<file path="src/pic_pkg.sv">
// Shared widths, file addresses, enums and the instruction decoder of the core
// Imported by every block of the design
`default_nettype none

package pic_pkg;

   localparam int data_w      = 8;
   localparam int pc_w        = 13;
   localparam int op_w        = 14;
   localparam int fa_w        = 7;
   localparam int porta_w     = 5;
   localparam int portb_w     = 8;
   localparam int stack_depth = 8;

   // File addresses, bank 1 reuses the port offsets for TRIS
   localparam logic [fa_w-1:0] addr_status = 7'h03;
   localparam logic [fa_w-1:0] addr_porta  = 7'h05;
   localparam logic [fa_w-1:0] addr_portb  = 7'h06;
   localparam logic [fa_w-1:0] ram_lo      = 7'h0C;
   localparam logic [fa_w-1:0] ram_hi      = 7'h4F;

   // STATUS bit positions
   localparam int c_bit   = 0;
   localparam int dc_bit  = 1;
   localparam int z_bit   = 2;
   localparam int rp0_bit = 5;

   typedef enum logic [4:0] {
      op_nop,   op_addwf, op_subwf,  op_andwf,  op_iorwf, op_xorwf,
      op_comf,  op_decf,  op_incf,   op_movf,   op_movwf, op_clr,
      op_rlf,   op_rrf,   op_swapf,  op_decfsz, op_incfsz,
      op_bcf,   op_bsf,   op_btfsc,  op_btfss,
      op_addlw, op_sublw, op_andlw,  op_iorlw,  op_xorlw, op_movlw,
      op_retlw, op_goto,  op_call,   op_return
   } opcode_e;

   typedef enum logic [1:0] {q1, q2, q3, q4} phase_e;

   typedef enum logic [2:0] {pc_inc, pc_hold, pc_jump, pc_call, pc_ret} pc_action_e;

   typedef struct packed {
      opcode_e             op;
      logic                dest;      // 0 = W, 1 = file
      logic [fa_w-1:0]     fa;
      logic [2:0]          bit_idx;
      logic [data_w-1:0]   lit;
      logic [10:0]         jump;
   } decoded_t;

   typedef struct packed {
      logic c;
      logic dc;
      logic z;
   } flags_t;

   // Field extraction is shared, only the opcode depends on the pattern
   function automatic decoded_t decode_op(input logic [op_w-1:0] code);
      decoded_t d;
      d.dest    = code[7];
      d.fa      = code[6:0];
      d.bit_idx = code[9:7];
      d.lit     = code[7:0];
      d.jump    = code[10:0];
      casez (code)
         14'b00_0111_????_???? : d.op = op_addwf;
         14'b00_0010_????_???? : d.op = op_subwf;
         14'b00_0101_????_???? : d.op = op_andwf;
         14'b00_0100_????_???? : d.op = op_iorwf;
         14'b00_0110_????_???? : d.op = op_xorwf;
         14'b00_1001_????_???? : d.op = op_comf;
         14'b00_0011_????_???? : d.op = op_decf;
         14'b00_1010_????_???? : d.op = op_incf;
         14'b00_1000_????_???? : d.op = op_movf;
         14'b00_0000_1???_???? : d.op = op_movwf;
         14'b00_0001_????_???? : d.op = op_clr;      // CLRF and CLRW
         14'b00_1101_????_???? : d.op = op_rlf;
         14'b00_1100_????_???? : d.op = op_rrf;
         14'b00_1110_????_???? : d.op = op_swapf;
         14'b00_1011_????_???? : d.op = op_decfsz;
         14'b00_1111_????_???? : d.op = op_incfsz;
         14'b00_0000_0000_1000 : d.op = op_return;
         14'b01_00??_????_???? : d.op = op_bcf;
         14'b01_01??_????_???? : d.op = op_bsf;
         14'b01_10??_????_???? : d.op = op_btfsc;
         14'b01_11??_????_???? : d.op = op_btfss;
         14'b10_0???_????_???? : d.op = op_call;
         14'b10_1???_????_???? : d.op = op_goto;
         14'b11_00??_????_???? : d.op = op_movlw;
         14'b11_01??_????_???? : d.op = op_retlw;
         14'b11_1000_????_???? : d.op = op_iorlw;
         14'b11_1001_????_???? : d.op = op_andlw;
         14'b11_1010_????_???? : d.op = op_xorlw;
         14'b11_110?_????_???? : d.op = op_sublw;
         14'b11_111?_????_???? : d.op = op_addlw;
         default               : d.op = op_nop;    // NOP and anything unsupported
      endcase
      return d;
   endfunction

endpackage

`default_nettype wire

</file>
<file path="src/file_bus_if.sv">
// File register bus between the sequencer and the register file
// Reads are combinational, writes land on the edge ending Q4
`default_nettype none

interface file_bus_if;
   import pic_pkg::*;

   logic [fa_w-1:0]   addr;
   logic [data_w-1:0] wr_data;
   logic              wr_en;
   flags_t            flag_we;     // Per-flag update enable
   flags_t            flags_new;
   logic [data_w-1:0] rd_data;
   logic              carry;       // Current STATUS C

   modport seq (
      output addr, wr_data, wr_en, flag_we, flags_new,
      input  rd_data, carry
   );

   modport regs (
      input  addr, wr_data, wr_en, flag_we, flags_new,
      output rd_data, carry
   );

endinterface

`default_nettype wire

</file>
<file path="src/pic_alu_if.sv">
// Operand and result bundle between the sequencer and the ALU
`default_nettype none

interface pic_alu_if;
   import pic_pkg::*;

   opcode_e           op;
   logic [data_w-1:0] w;
   logic [data_w-1:0] f;
   logic [data_w-1:0] k;
   logic [2:0]        bit_idx;
   logic              carry_in;
   logic [data_w-1:0] result;
   flags_t            flags_out;

   modport seq (
      output op, w, f, k, bit_idx, carry_in,
      input  result, flags_out
   );

   modport alu (
      input  op, w, f, k, bit_idx, carry_in,
      output result, flags_out
   );

endinterface

`default_nettype wire

</file>
<file path="src/pic_alu.sv">
// Combinational data path for all byte, bit and literal operations
`default_nettype none

module pic_alu (
   pic_alu_if.alu au
);
   import pic_pkg::*;

   logic [data_w-1:0] mask;
   logic [data_w-1:0] x;
   logic [data_w-1:0] y;
   logic              sub;
   logic [data_w:0]   sum;
   logic [4:0]        nib;

   always_comb begin
      mask = data_w'(1) << au.bit_idx;
      sub  = (au.op == op_subwf) || (au.op == op_sublw);
      x    = (au.op == op_addlw || au.op == op_sublw) ? au.k : au.f;
      y    = sub ? ~au.w : au.w;                    // Two's complement subtract
      sum  = {1'b0, x} + {1'b0, y} + (data_w + 1)'(sub);
      nib  = {1'b0, x[3:0]} + {1'b0, y[3:0]} + 5'(sub);

      au.result       = '0;
      au.flags_out.c  = 1'b0;
      au.flags_out.dc = 1'b0;
      case (au.op)
         op_addwf, op_subwf, op_addlw, op_sublw: begin
            au.result       = sum[data_w-1:0];
            au.flags_out.c  = sum[data_w];            // No borrow when subtracting
            au.flags_out.dc = nib[4];
         end
         op_andwf:             au.result = au.w & au.f;
         op_andlw:             au.result = au.w & au.k;
         op_iorwf:             au.result = au.w | au.f;
         op_iorlw:             au.result = au.w | au.k;
         op_xorwf:             au.result = au.w ^ au.f;
         op_xorlw:             au.result = au.w ^ au.k;
         op_comf:              au.result = ~au.f;
         op_decf, op_decfsz:   au.result = au.f - 1'b1;
         op_incf, op_incfsz:   au.result = au.f + 1'b1;
         op_movf:              au.result = au.f;
         op_movwf:             au.result = au.w;
         op_rlf: begin
            au.result      = {au.f[data_w-2:0], au.carry_in};
            au.flags_out.c = au.f[data_w-1];
         end
         op_rrf: begin
            au.result      = {au.carry_in, au.f[data_w-1:1]};
            au.flags_out.c = au.f[0];
         end
         op_swapf:             au.result = {au.f[3:0], au.f[7:4]};
         op_bcf:               au.result = au.f & ~mask;
         op_bsf:               au.result = au.f | mask;
         op_btfsc, op_btfss:   au.result = au.f & mask;   // Zero when bit clear
         op_movlw, op_retlw:   au.result = au.k;
         default: ;                                       // CLR and control ops give 0
      endcase
      au.flags_out.z = (au.result == '0);
   end

endmodule

`default_nettype wire

</file>
<file path="src/pic_file_regs.sv">
// Banked file registers: STATUS, shared RAM, port latches and TRIS
// RP0 selects PORTx in bank 0 and TRISx in bank 1
`default_nettype none

module pic_file_regs (
   input  logic                        clk,
   input  logic                        arst_n,
   file_bus_if.regs                    fb,
   input  logic [pic_pkg::porta_w-1:0] port_a_data_in,
   input  logic [pic_pkg::portb_w-1:0] port_b_data_in,
   output logic [pic_pkg::porta_w-1:0] port_a_tris,
   output logic [pic_pkg::porta_w-1:0] port_a_data_out,
   output logic [pic_pkg::portb_w-1:0] port_b_tris,
   output logic [pic_pkg::portb_w-1:0] port_b_data_out,
   output logic                        z
);
   import pic_pkg::*;

   logic              c_q;
   logic              dc_q;
   logic              z_q;
   logic              rp0_q;
   logic [data_w-1:0] ram [ram_lo:ram_hi];
   logic [porta_w-1:0] pin_a_q;
   logic [porta_w-1:0] lat_a_q;
   logic [porta_w-1:0] tris_a_q;
   logic [portb_w-1:0] pin_b_q;
   logic [portb_w-1:0] lat_b_q;
   logic [portb_w-1:0] tris_b_q;
   logic              sel_status;
   logic              sel_ram;
   logic              sel_a;
   logic              sel_b;
   logic [data_w-1:0] status_rd;

   // ==================================================
   // Address decode and read mux
   // ==================================================
   assign sel_status = (fb.addr == addr_status);
   assign sel_ram    = (fb.addr >= ram_lo) && (fb.addr <= ram_hi);   // Same in both banks
   assign sel_a      = (fb.addr == addr_porta);
   assign sel_b      = (fb.addr == addr_portb);

   always_comb begin
      status_rd          = '0;                   // TO, PD and unused bits read 0
      status_rd[c_bit]   = c_q;
      status_rd[dc_bit]  = dc_q;
      status_rd[z_bit]   = z_q;
      status_rd[rp0_bit] = rp0_q;

      fb.rd_data = '0;
      if (sel_status) fb.rd_data = status_rd;
      else if (sel_ram) fb.rd_data = ram[fb.addr];
      else if (sel_a && rp0_q) fb.rd_data = data_w'(tris_a_q);
      else if (sel_a) fb.rd_data = data_w'((pin_a_q & tris_a_q) | (lat_a_q & ~tris_a_q));
      else if (sel_b && rp0_q) fb.rd_data = tris_b_q;
      else if (sel_b) fb.rd_data = (pin_b_q & tris_b_q) | (lat_b_q & ~tris_b_q);
   end

   // Pins sampled each clock, stable from Q1 through Q4
   always_ff @(posedge clk) begin
      pin_a_q <= port_a_data_in;
      pin_b_q <= port_b_data_in;
   end

   // ==================================================
   // Writes and flag updates at end of Q4
   // ==================================================
   always_ff @(posedge clk or negedge arst_n) begin
      if (!arst_n) begin
         c_q      <= 1'b0;
         dc_q     <= 1'b0;
         z_q      <= 1'b0;
         rp0_q    <= 1'b0;
         lat_a_q  <= '0;
         lat_b_q  <= '0;
         tris_a_q <= '1;                          // All pins input
         tris_b_q <= '1;
         for (int i = ram_lo; i <= ram_hi; i++) ram[i] <= '0;
      end else begin
         if (fb.wr_en) begin
            if (sel_status) begin
               c_q   <= fb.wr_data[c_bit];
               dc_q  <= fb.wr_data[dc_bit];
               z_q   <= fb.wr_data[z_bit];
               rp0_q <= fb.wr_data[rp0_bit];
            end
            if (sel_ram) ram[fb.addr] <= fb.wr_data;
            if (sel_a && !rp0_q) lat_a_q  <= fb.wr_data[porta_w-1:0];
            if (sel_a && rp0_q)  tris_a_q <= fb.wr_data[porta_w-1:0];
            if (sel_b && !rp0_q) lat_b_q  <= fb.wr_data;
            if (sel_b && rp0_q)  tris_b_q <= fb.wr_data;
         end
         // Flag updates override a STATUS write
         if (fb.flag_we.c)  c_q  <= fb.flags_new.c;
         if (fb.flag_we.dc) dc_q <= fb.flags_new.dc;
         if (fb.flag_we.z)  z_q  <= fb.flags_new.z;
      end
   end

   assign fb.carry        = c_q;
   assign port_a_tris     = tris_a_q;
   assign port_a_data_out = lat_a_q;
   assign port_b_tris     = tris_b_q;
   assign port_b_data_out = lat_b_q;
   assign z               = z_q;

endmodule

`default_nettype wire

</file>
<file path="src/pic_pc_stack.sv">
// Program counter and 8-level circular return stack, updated at end of Q4
`default_nettype none

module pic_pc_stack (
   input  logic                     clk,
   input  logic                     arst_n,
   input  pic_pkg::phase_e          phase,
   input  pic_pkg::pc_action_e      pc_action,
   input  logic [10:0]              jump_target,
   output logic [pic_pkg::pc_w-1:0] pc_out
);
   import pic_pkg::*;

   logic [pc_w-1:0]                stack [stack_depth];
   logic [$clog2(stack_depth)-1:0] sp_q;
   logic [$clog2(stack_depth)-1:0] sp_prev;
   logic [pc_w-1:0]                target;

   assign target  = pc_w'(jump_target);           // Upper PC bits are zero
   assign sp_prev = sp_q - 1'b1;                  // Wraps 0 to 7

   always_ff @(posedge clk or negedge arst_n) begin
      if (!arst_n) begin
         pc_out <= '0;
         sp_q   <= '0;
      end else if (phase == q4) begin
         case (pc_action)
            pc_inc:  pc_out <= pc_out + 1'b1;
            pc_jump: pc_out <= target;
            pc_call: begin
               pc_out <= target;
               sp_q   <= sp_q + 1'b1;              // Overflow overwrites oldest
            end
            pc_ret: begin
               pc_out <= stack[sp_prev];
               sp_q   <= sp_prev;
            end
            default: ;                              // Hold
         endcase
      end
   end

   // Return address push
   always_ff @(posedge clk) begin
      if (phase == q4 && pc_action == pc_call) stack[sp_q] <= pc_out + 1'b1;
   end

endmodule

`default_nettype wire

</file>
<file path="src/pic_sequencer.sv">
// Instruction cycle control: Q1..Q4 phases, instruction register, W and write-back
// Decides skips and branches and squashes the following cycle
`default_nettype none

module pic_sequencer (
   input  logic                     clk,
   input  logic                     arst_n,
   input  logic [pic_pkg::op_w-1:0] op_code,
   file_bus_if.seq                  fb,
   pic_alu_if.seq                   au,
   output pic_pkg::phase_e          phase,
   output pic_pkg::pc_action_e      pc_action,
   output logic [10:0]              jump_target,
   output logic                     nop_out
);
   import pic_pkg::*;

   typedef enum logic [1:0] {sq_none, sq_skip, sq_branch} squash_e;

   decoded_t          ir;
   logic [data_w-1:0] w_q;
   logic [data_w-1:0] res_q;       // ALU result latched at end of Q3
   flags_t            flags_q;
   squash_e           sq_q;
   logic              execute;
   logic              to_file;
   logic              to_w;
   logic              skip;
   flags_t            fwe;
   pc_action_e        act;

   // ==================================================
   // Phase counter and cycle registers
   // ==================================================
   always_ff @(posedge clk or negedge arst_n) begin
      if (!arst_n) begin
         phase <= q1;
         ir    <= '0;
         w_q   <= '0;
         sq_q  <= sq_none;
      end else begin
         phase <= phase_e'(phase + 2'd1);          // Q4 wraps to Q1
         if (phase == q1) ir <= decode_op(op_code);
         if (phase == q4) begin
            if (execute && to_w) w_q <= res_q;
            if (!execute) sq_q <= sq_none;         // Squash lasts one cycle
            else if (act != pc_inc) sq_q <= sq_branch;
            else if (skip) sq_q <= sq_skip;
            else sq_q <= sq_none;
         end
      end
   end

   always_ff @(posedge clk) begin
      if (phase == q3) begin
         res_q   <= au.result;
         flags_q <= au.flags_out;
      end
   end

   // ==================================================
   // Per-opcode destination, flags and PC control
   // ==================================================
   always_comb begin
      to_file = 1'b0;
      to_w    = 1'b0;
      fwe     = '0;
      skip    = 1'b0;
      act     = pc_inc;
      case (ir.op)
         op_addwf, op_subwf, op_andwf, op_iorwf, op_xorwf, op_comf, op_decf, op_incf,
         op_movf, op_clr, op_rlf, op_rrf, op_swapf, op_decfsz, op_incfsz: begin
            to_file = ir.dest;
            to_w    = !ir.dest;
         end
         op_movwf, op_bcf, op_bsf:                     to_file = 1'b1;
         op_addlw, op_sublw, op_andlw, op_iorlw, op_xorlw, op_movlw: to_w = 1'b1;
         op_retlw: begin
            to_w = 1'b1;
            act  = pc_ret;
         end
         op_return: act = pc_ret;
         op_goto:   act = pc_jump;
         op_call:   act = pc_call;
         default: ;
      endcase

      case (ir.op)
         op_addwf, op_subwf, op_addlw, op_sublw: fwe = '{c: 1'b1, dc: 1'b1, z: 1'b1};
         op_rlf, op_rrf:                         fwe.c = 1'b1;
         op_andwf, op_iorwf, op_xorwf, op_comf, op_decf, op_incf, op_movf, op_clr,
         op_andlw, op_iorlw, op_xorlw:           fwe.z = 1'b1;
         default: ;
      endcase

      // Bit tests come back from the ALU as a masked value
      case (ir.op)
         op_decfsz, op_incfsz, op_btfsc: skip = flags_q.z;
         op_btfss:                       skip = !flags_q.z;
         default: ;
      endcase
   end

   assign execute = (sq_q == sq_none);

   assign fb.addr      = ir.fa;
   assign fb.wr_data   = res_q;
   assign fb.wr_en     = (phase == q4) && execute && to_file;
   assign fb.flag_we   = ((phase == q4) && execute) ? fwe : '0;
   assign fb.flags_new = flags_q;

   assign au.op       = ir.op;
   assign au.w        = w_q;
   assign au.f        = fb.rd_data;
   assign au.k        = ir.lit;
   assign au.bit_idx  = ir.bit_idx;
   assign au.carry_in = fb.carry;

   assign pc_action   = (sq_q == sq_skip)   ? pc_inc  :
                        (sq_q == sq_branch) ? pc_hold : act;
   assign jump_target = ir.jump;
   assign nop_out     = execute;

endmodule

`default_nettype wire

</file>
<file path="src/pic16_core.sv">
// Top level of the core, program ROM sits outside on pc_out / op_code
`default_nettype none

module pic16_core (
   input  logic                        clk,
   input  logic                        arst_n,
   input  logic [pic_pkg::op_w-1:0]    op_code,
   input  logic [pic_pkg::porta_w-1:0] port_a_data_in,
   input  logic [pic_pkg::portb_w-1:0] port_b_data_in,
   output logic [pic_pkg::pc_w-1:0]    pc_out,
   output logic                        nop_out,
   output logic                        z,
   output logic [pic_pkg::porta_w-1:0] port_a_tris,
   output logic [pic_pkg::porta_w-1:0] port_a_data_out,
   output logic [pic_pkg::portb_w-1:0] port_b_tris,
   output logic [pic_pkg::portb_w-1:0] port_b_data_out
);
   import pic_pkg::*;

   phase_e      phase;
   pc_action_e  pc_action;
   logic [10:0] jump_target;

   file_bus_if fb_if ();
   pic_alu_if  au_if ();

   pic_sequencer seq_i (
      .clk, .arst_n, .op_code,
      .fb(fb_if), .au(au_if),
      .phase, .pc_action, .jump_target, .nop_out
   );

   pic_alu alu_i (.au(au_if));

   pic_file_regs regs_i (
      .clk, .arst_n, .fb(fb_if),
      .port_a_data_in, .port_b_data_in,
      .port_a_tris, .port_a_data_out, .port_b_tris, .port_b_data_out, .z
   );

   pic_pc_stack pc_i (.clk, .arst_n, .phase, .pc_action, .jump_target, .pc_out);

endmodule

`default_nettype wire

</file>
<file path="config.mk">
export PLATFORM = sky130hd
export DESIGN_NAME = pic16_core
export DESIGN_NICKNAME = d
export VERILOG_FILES = /design/src/pic_pkg.sv /design/src/file_bus_if.sv /design/src/pic_alu_if.sv /design/src/pic_alu.sv /design/src/pic_file_regs.sv /design/src/pic_pc_stack.sv /design/src/pic_sequencer.sv /design/src/pic16_core.sv
export SDC_FILE = /design/constraint.sdc
export NUM_CORES = 1
export LEC_CHECK = 0
export ABC_AREA = 1
export BUFFER_PORTS_ARGS = -buffer_cell sky130_fd_sc_hd__buf_2
export CAP_MARGIN = 15
export CORE_AREA = 2 2 389 391
export DETAILED_ROUTE_END_ITERATION = 6
export DIE_AREA = 0 0 391 393
export GPL_TIMING_DRIVEN = 1
export PLACE_DENSITY_LB_ADDON = 0.12
export SLEW_MARGIN = 30
export SYNTH_ARGS = -nofsm -noshare
export SYNTH_HDL_FRONTEND = slang
export SYNTH_SLANG_ARGS = --single-unit
export TNS_END_PERCENT = 5
</file>
<file path="constraint.sdc">
create_clock -name clk -period 6.1 [get_ports clk]
set_input_delay 1.22 -clock clk [delete_from_list [all_inputs] [get_ports clk]]
set_output_delay 1.22 -clock clk [all_outputs]
set_load 0.05 [all_outputs]
</file>
==> flow_summary.ini <==
[global_routing]
overflow = 0
grt_pass1_wl_um = 206000
grt_pass1_vias = 29900
antenna_found_initial = 2
grt_use_total = 0.178
grt_start_max_net_pins = 137

[run]
drv_cap = 0

[setup_path]
reg2reg_depth = 30
worst_setup_path_end_kind = flop
worstPathArrival_ns = 6.04
cpMaxStageDelayCell = dfrtp_4
setup.worst_path.start_class = flop
path_depth = 30
slowest_delay_ns = 0.64
required_ns = 6.64
cp_top_family = simple AND/OR/NAND/NOR gates
crit_type = flop to flop
cp_common_cell = nand2_1
path_max_fanout = 22
path_buf_inv = 3

[synth]
syn_area_um2 = 35700
synth_nets = 4499
synth.avg_cell_area_um2 = 8.02
ys_warn_count = 0
synth-edff-count = 115
synth_top_cells_by_area = dfrtp_1, nand2_1, edfxtp_1
netlist.area_leader.share = 0.424
ys.flop_type = dfrtp_1
ys_seq_area_frac = 0.538
ys_types = 63
ys_seq_elements = 746
yosys.area.top_type = dfrtp_1
async_flop_share = 0.828
syn_inst = 4448

[cells_and_area]
fin_util = 0.277
fillers = 16400
syn2layout_area_growth_pct = 16.1
mostFrequentLayoutCells = nand2_1, o21ai_0, dfrtp_1
multi_input_area_um2 = 14800
drive_gt1_frac = 0.0847
seqCellArea_um2 = 19200
final_common_cell = nand2_1
nNetsFinal = 4482

[clock_tree]
cts_tree = built
cts_setup_buffers = 0
cts_root_buffer = clkbuf_16
cts_sinks = 746
cts_resized = 0
htree_levels = 3
numCtsBuffers = 91
clk_latency_ns = 0.70
cts.path.max_buffers = 3
cts_hold_buf = 0
path_clk_slew_ns = 0.05

[detailed_routing]
dr.pass1.iters = 5
totalWireLength_um = 136000
drt_iter0_drc = 2433
wl_per_cell_um = 21.1
postRouteAntennaNets = 0
avgViaCountPerCell = 4.69
remaining_drc_errors = 0
vias = 30300

[worst_hold_path]
hold_class = flop to flop
holdPathStages = 1

[floorplan]
die_area_um2 = 154000
dieWidth_um = 391
core-area_um2 = 149000
rows = 142
start_util = 0.239
ios = 70
die_y_um = 393

[timing]
tightest_slew_ns = 1.04
fin_skew_ns = 0.0419
setup_violations = 0
setup_tns_ns = 0
maxSlewViolCount = 0
max_slew_margin = 0.306
finalHoldViolCount = 0
period_needed_ns = 5.50
rsz0062_at_grt = false
fin_crit_sh = 0.902
max_clock_freq_mhz = 182

[pwr]
p_switching_mw = 4.09
power-per-cell-area_nw_per_um2 = 322
p_clk_frac = 0.422
internal-power_mw = 9.24
swShare = 0.307
irDropWorstVdd_v = 0.000226
p_leak_nw = 18.2
pwr-share-comb = 0.163
p_seq_frac = 0.415

[status]
status = finished clean

[placed_design]
port_buffers = 69
dpl.hpwl_um = 87100
gp_congestion = 0.884
-- cells by family after synthesis --
group | after synthesis | synth area share
and+or+nand+nor | 2294 | 0.262
buffers and inverters | 470 | 0.0516
AOI/OAI and AO/OA | 888 | 0.133
muxes | 4 | 0.00116
xor gates and xnor gates | 24 | 0.00589
DFF | 746 | 0.538
adders and majority gates | 22 | 0.00814
-- per-layer routing --
layer	vias to the layer above	GRT usage	wire length, um	part of all wire
met1	14900	0.248	64600	0.47
li1	14600	-	-	-
met2	603	0.288	63100	0.46
met3	170	0.0246	4930	0.036
met4	2	0.0481	3770	0.028
met5	-	0	17	0.00012
-- worst register-to-register path, delay by kind of cell, from the launching register on --
family / cells / cell delay, ns
compound gates: 4 / 0.85
fa+ha+maj: 1 / 0.35
simple gates: 22 / 2.45
flops: 1 / 0.64
buf+inv: 3 / 1.04
-- layout make-up --
type                    count  share of cell area
flip-flops and latches    746               0.464
multi-input cells        3232               0.356
clock buffers             139              0.0649
well taps                1944              0.0588
repair buffers            149              0.0272
inverters                 211              0.0195
clock inverters            31             0.00919
diodes                      1           0.0000604
-- power by group through the flow --
stage / clock network (mW) / logic [mW] / registers, mW
after detailed placement: 0 / 2.20 / 5.61
after CTS: 5.80 / 2.21 / 5.52
after global routing: 5.98 / 2.42 / 5.54
after floorplan: 0 / 1.20 / 5.69
final: 5.63 / 2.18 / 5.53
after global placement: 0 / 2.21 / 5.62
-- worst paths after layout --
kind / startpoint / end / slack [ns]
min in group asynchronous: arst_n / regs_i.ram[226] / 0.50
max in group asynchronous: arst_n / regs_i.ram[420] / 4.29
worst max-delay path: seq_i.jump_target[0] / seq_i.fb.flags_new[0] / 0.60
worst min-delay path: seq_i.phase[0] / seq_i.phase[0] / 0.47
worst min register to register: seq_i.phase[0] / seq_i.phase[0] / 0.47
worst max register to register: seq_i.jump_target[0] / seq_i.fb.flags_new[0] / 0.60
-- cell usage after synthesis (8+ instances only) --
library cell and n:
a21oi_1 90, a22oi_1 38, a31oi_1 10, a32oi_1 8
buf_1 21, buf_2 54, clkbuf_1 182, dfrtp_1 605
dfstp_2 13, dfxtp_1 13, edfxtp_1 115, ha_1 20
inv_1 198, nand2_1 1750, nand2_2 21, nand3_1 210
nand4_1 90, nor2_1 166, nor3_1 29, o211ai_1 9
o21ai_0 632, o21ai_1 52, o22ai_1 9, xor2_1 19
-- registers in the layout (all words and copies together) (netlist names), 8 cells and up --
name / cells
pc_i.pc_out: 13
pc_i.stack: 104
regs_i.pin_b_q: 8
regs_i.port_b_data_out: 8
regs_i.port_b_tris: 8
regs_i.ram: 544
seq_i.au.w: 8
seq_i.fb.wr_data: 8
seq_i.jump_target: 11
-- per-stage QoR --
stage	hold WS [ns]	area (um^2)	instances	setup WS [ns]	total power, mW
2_1_floorplan	0.434	35700	4448	2.16	6.88
3_3_place_gp	0.455	38300	6281	0.767	7.83
3_5_place_dp	0.462	38300	6281	0.642	7.82
4_1_cts	0.468	41400	6451	0.587	13.5
5_1_grt	0.505	41400	6452	0.225	13.9
6_report	0.468	41400	6453	0.599	13.3
Note: power is estimated with default switching activity, not from simulation.
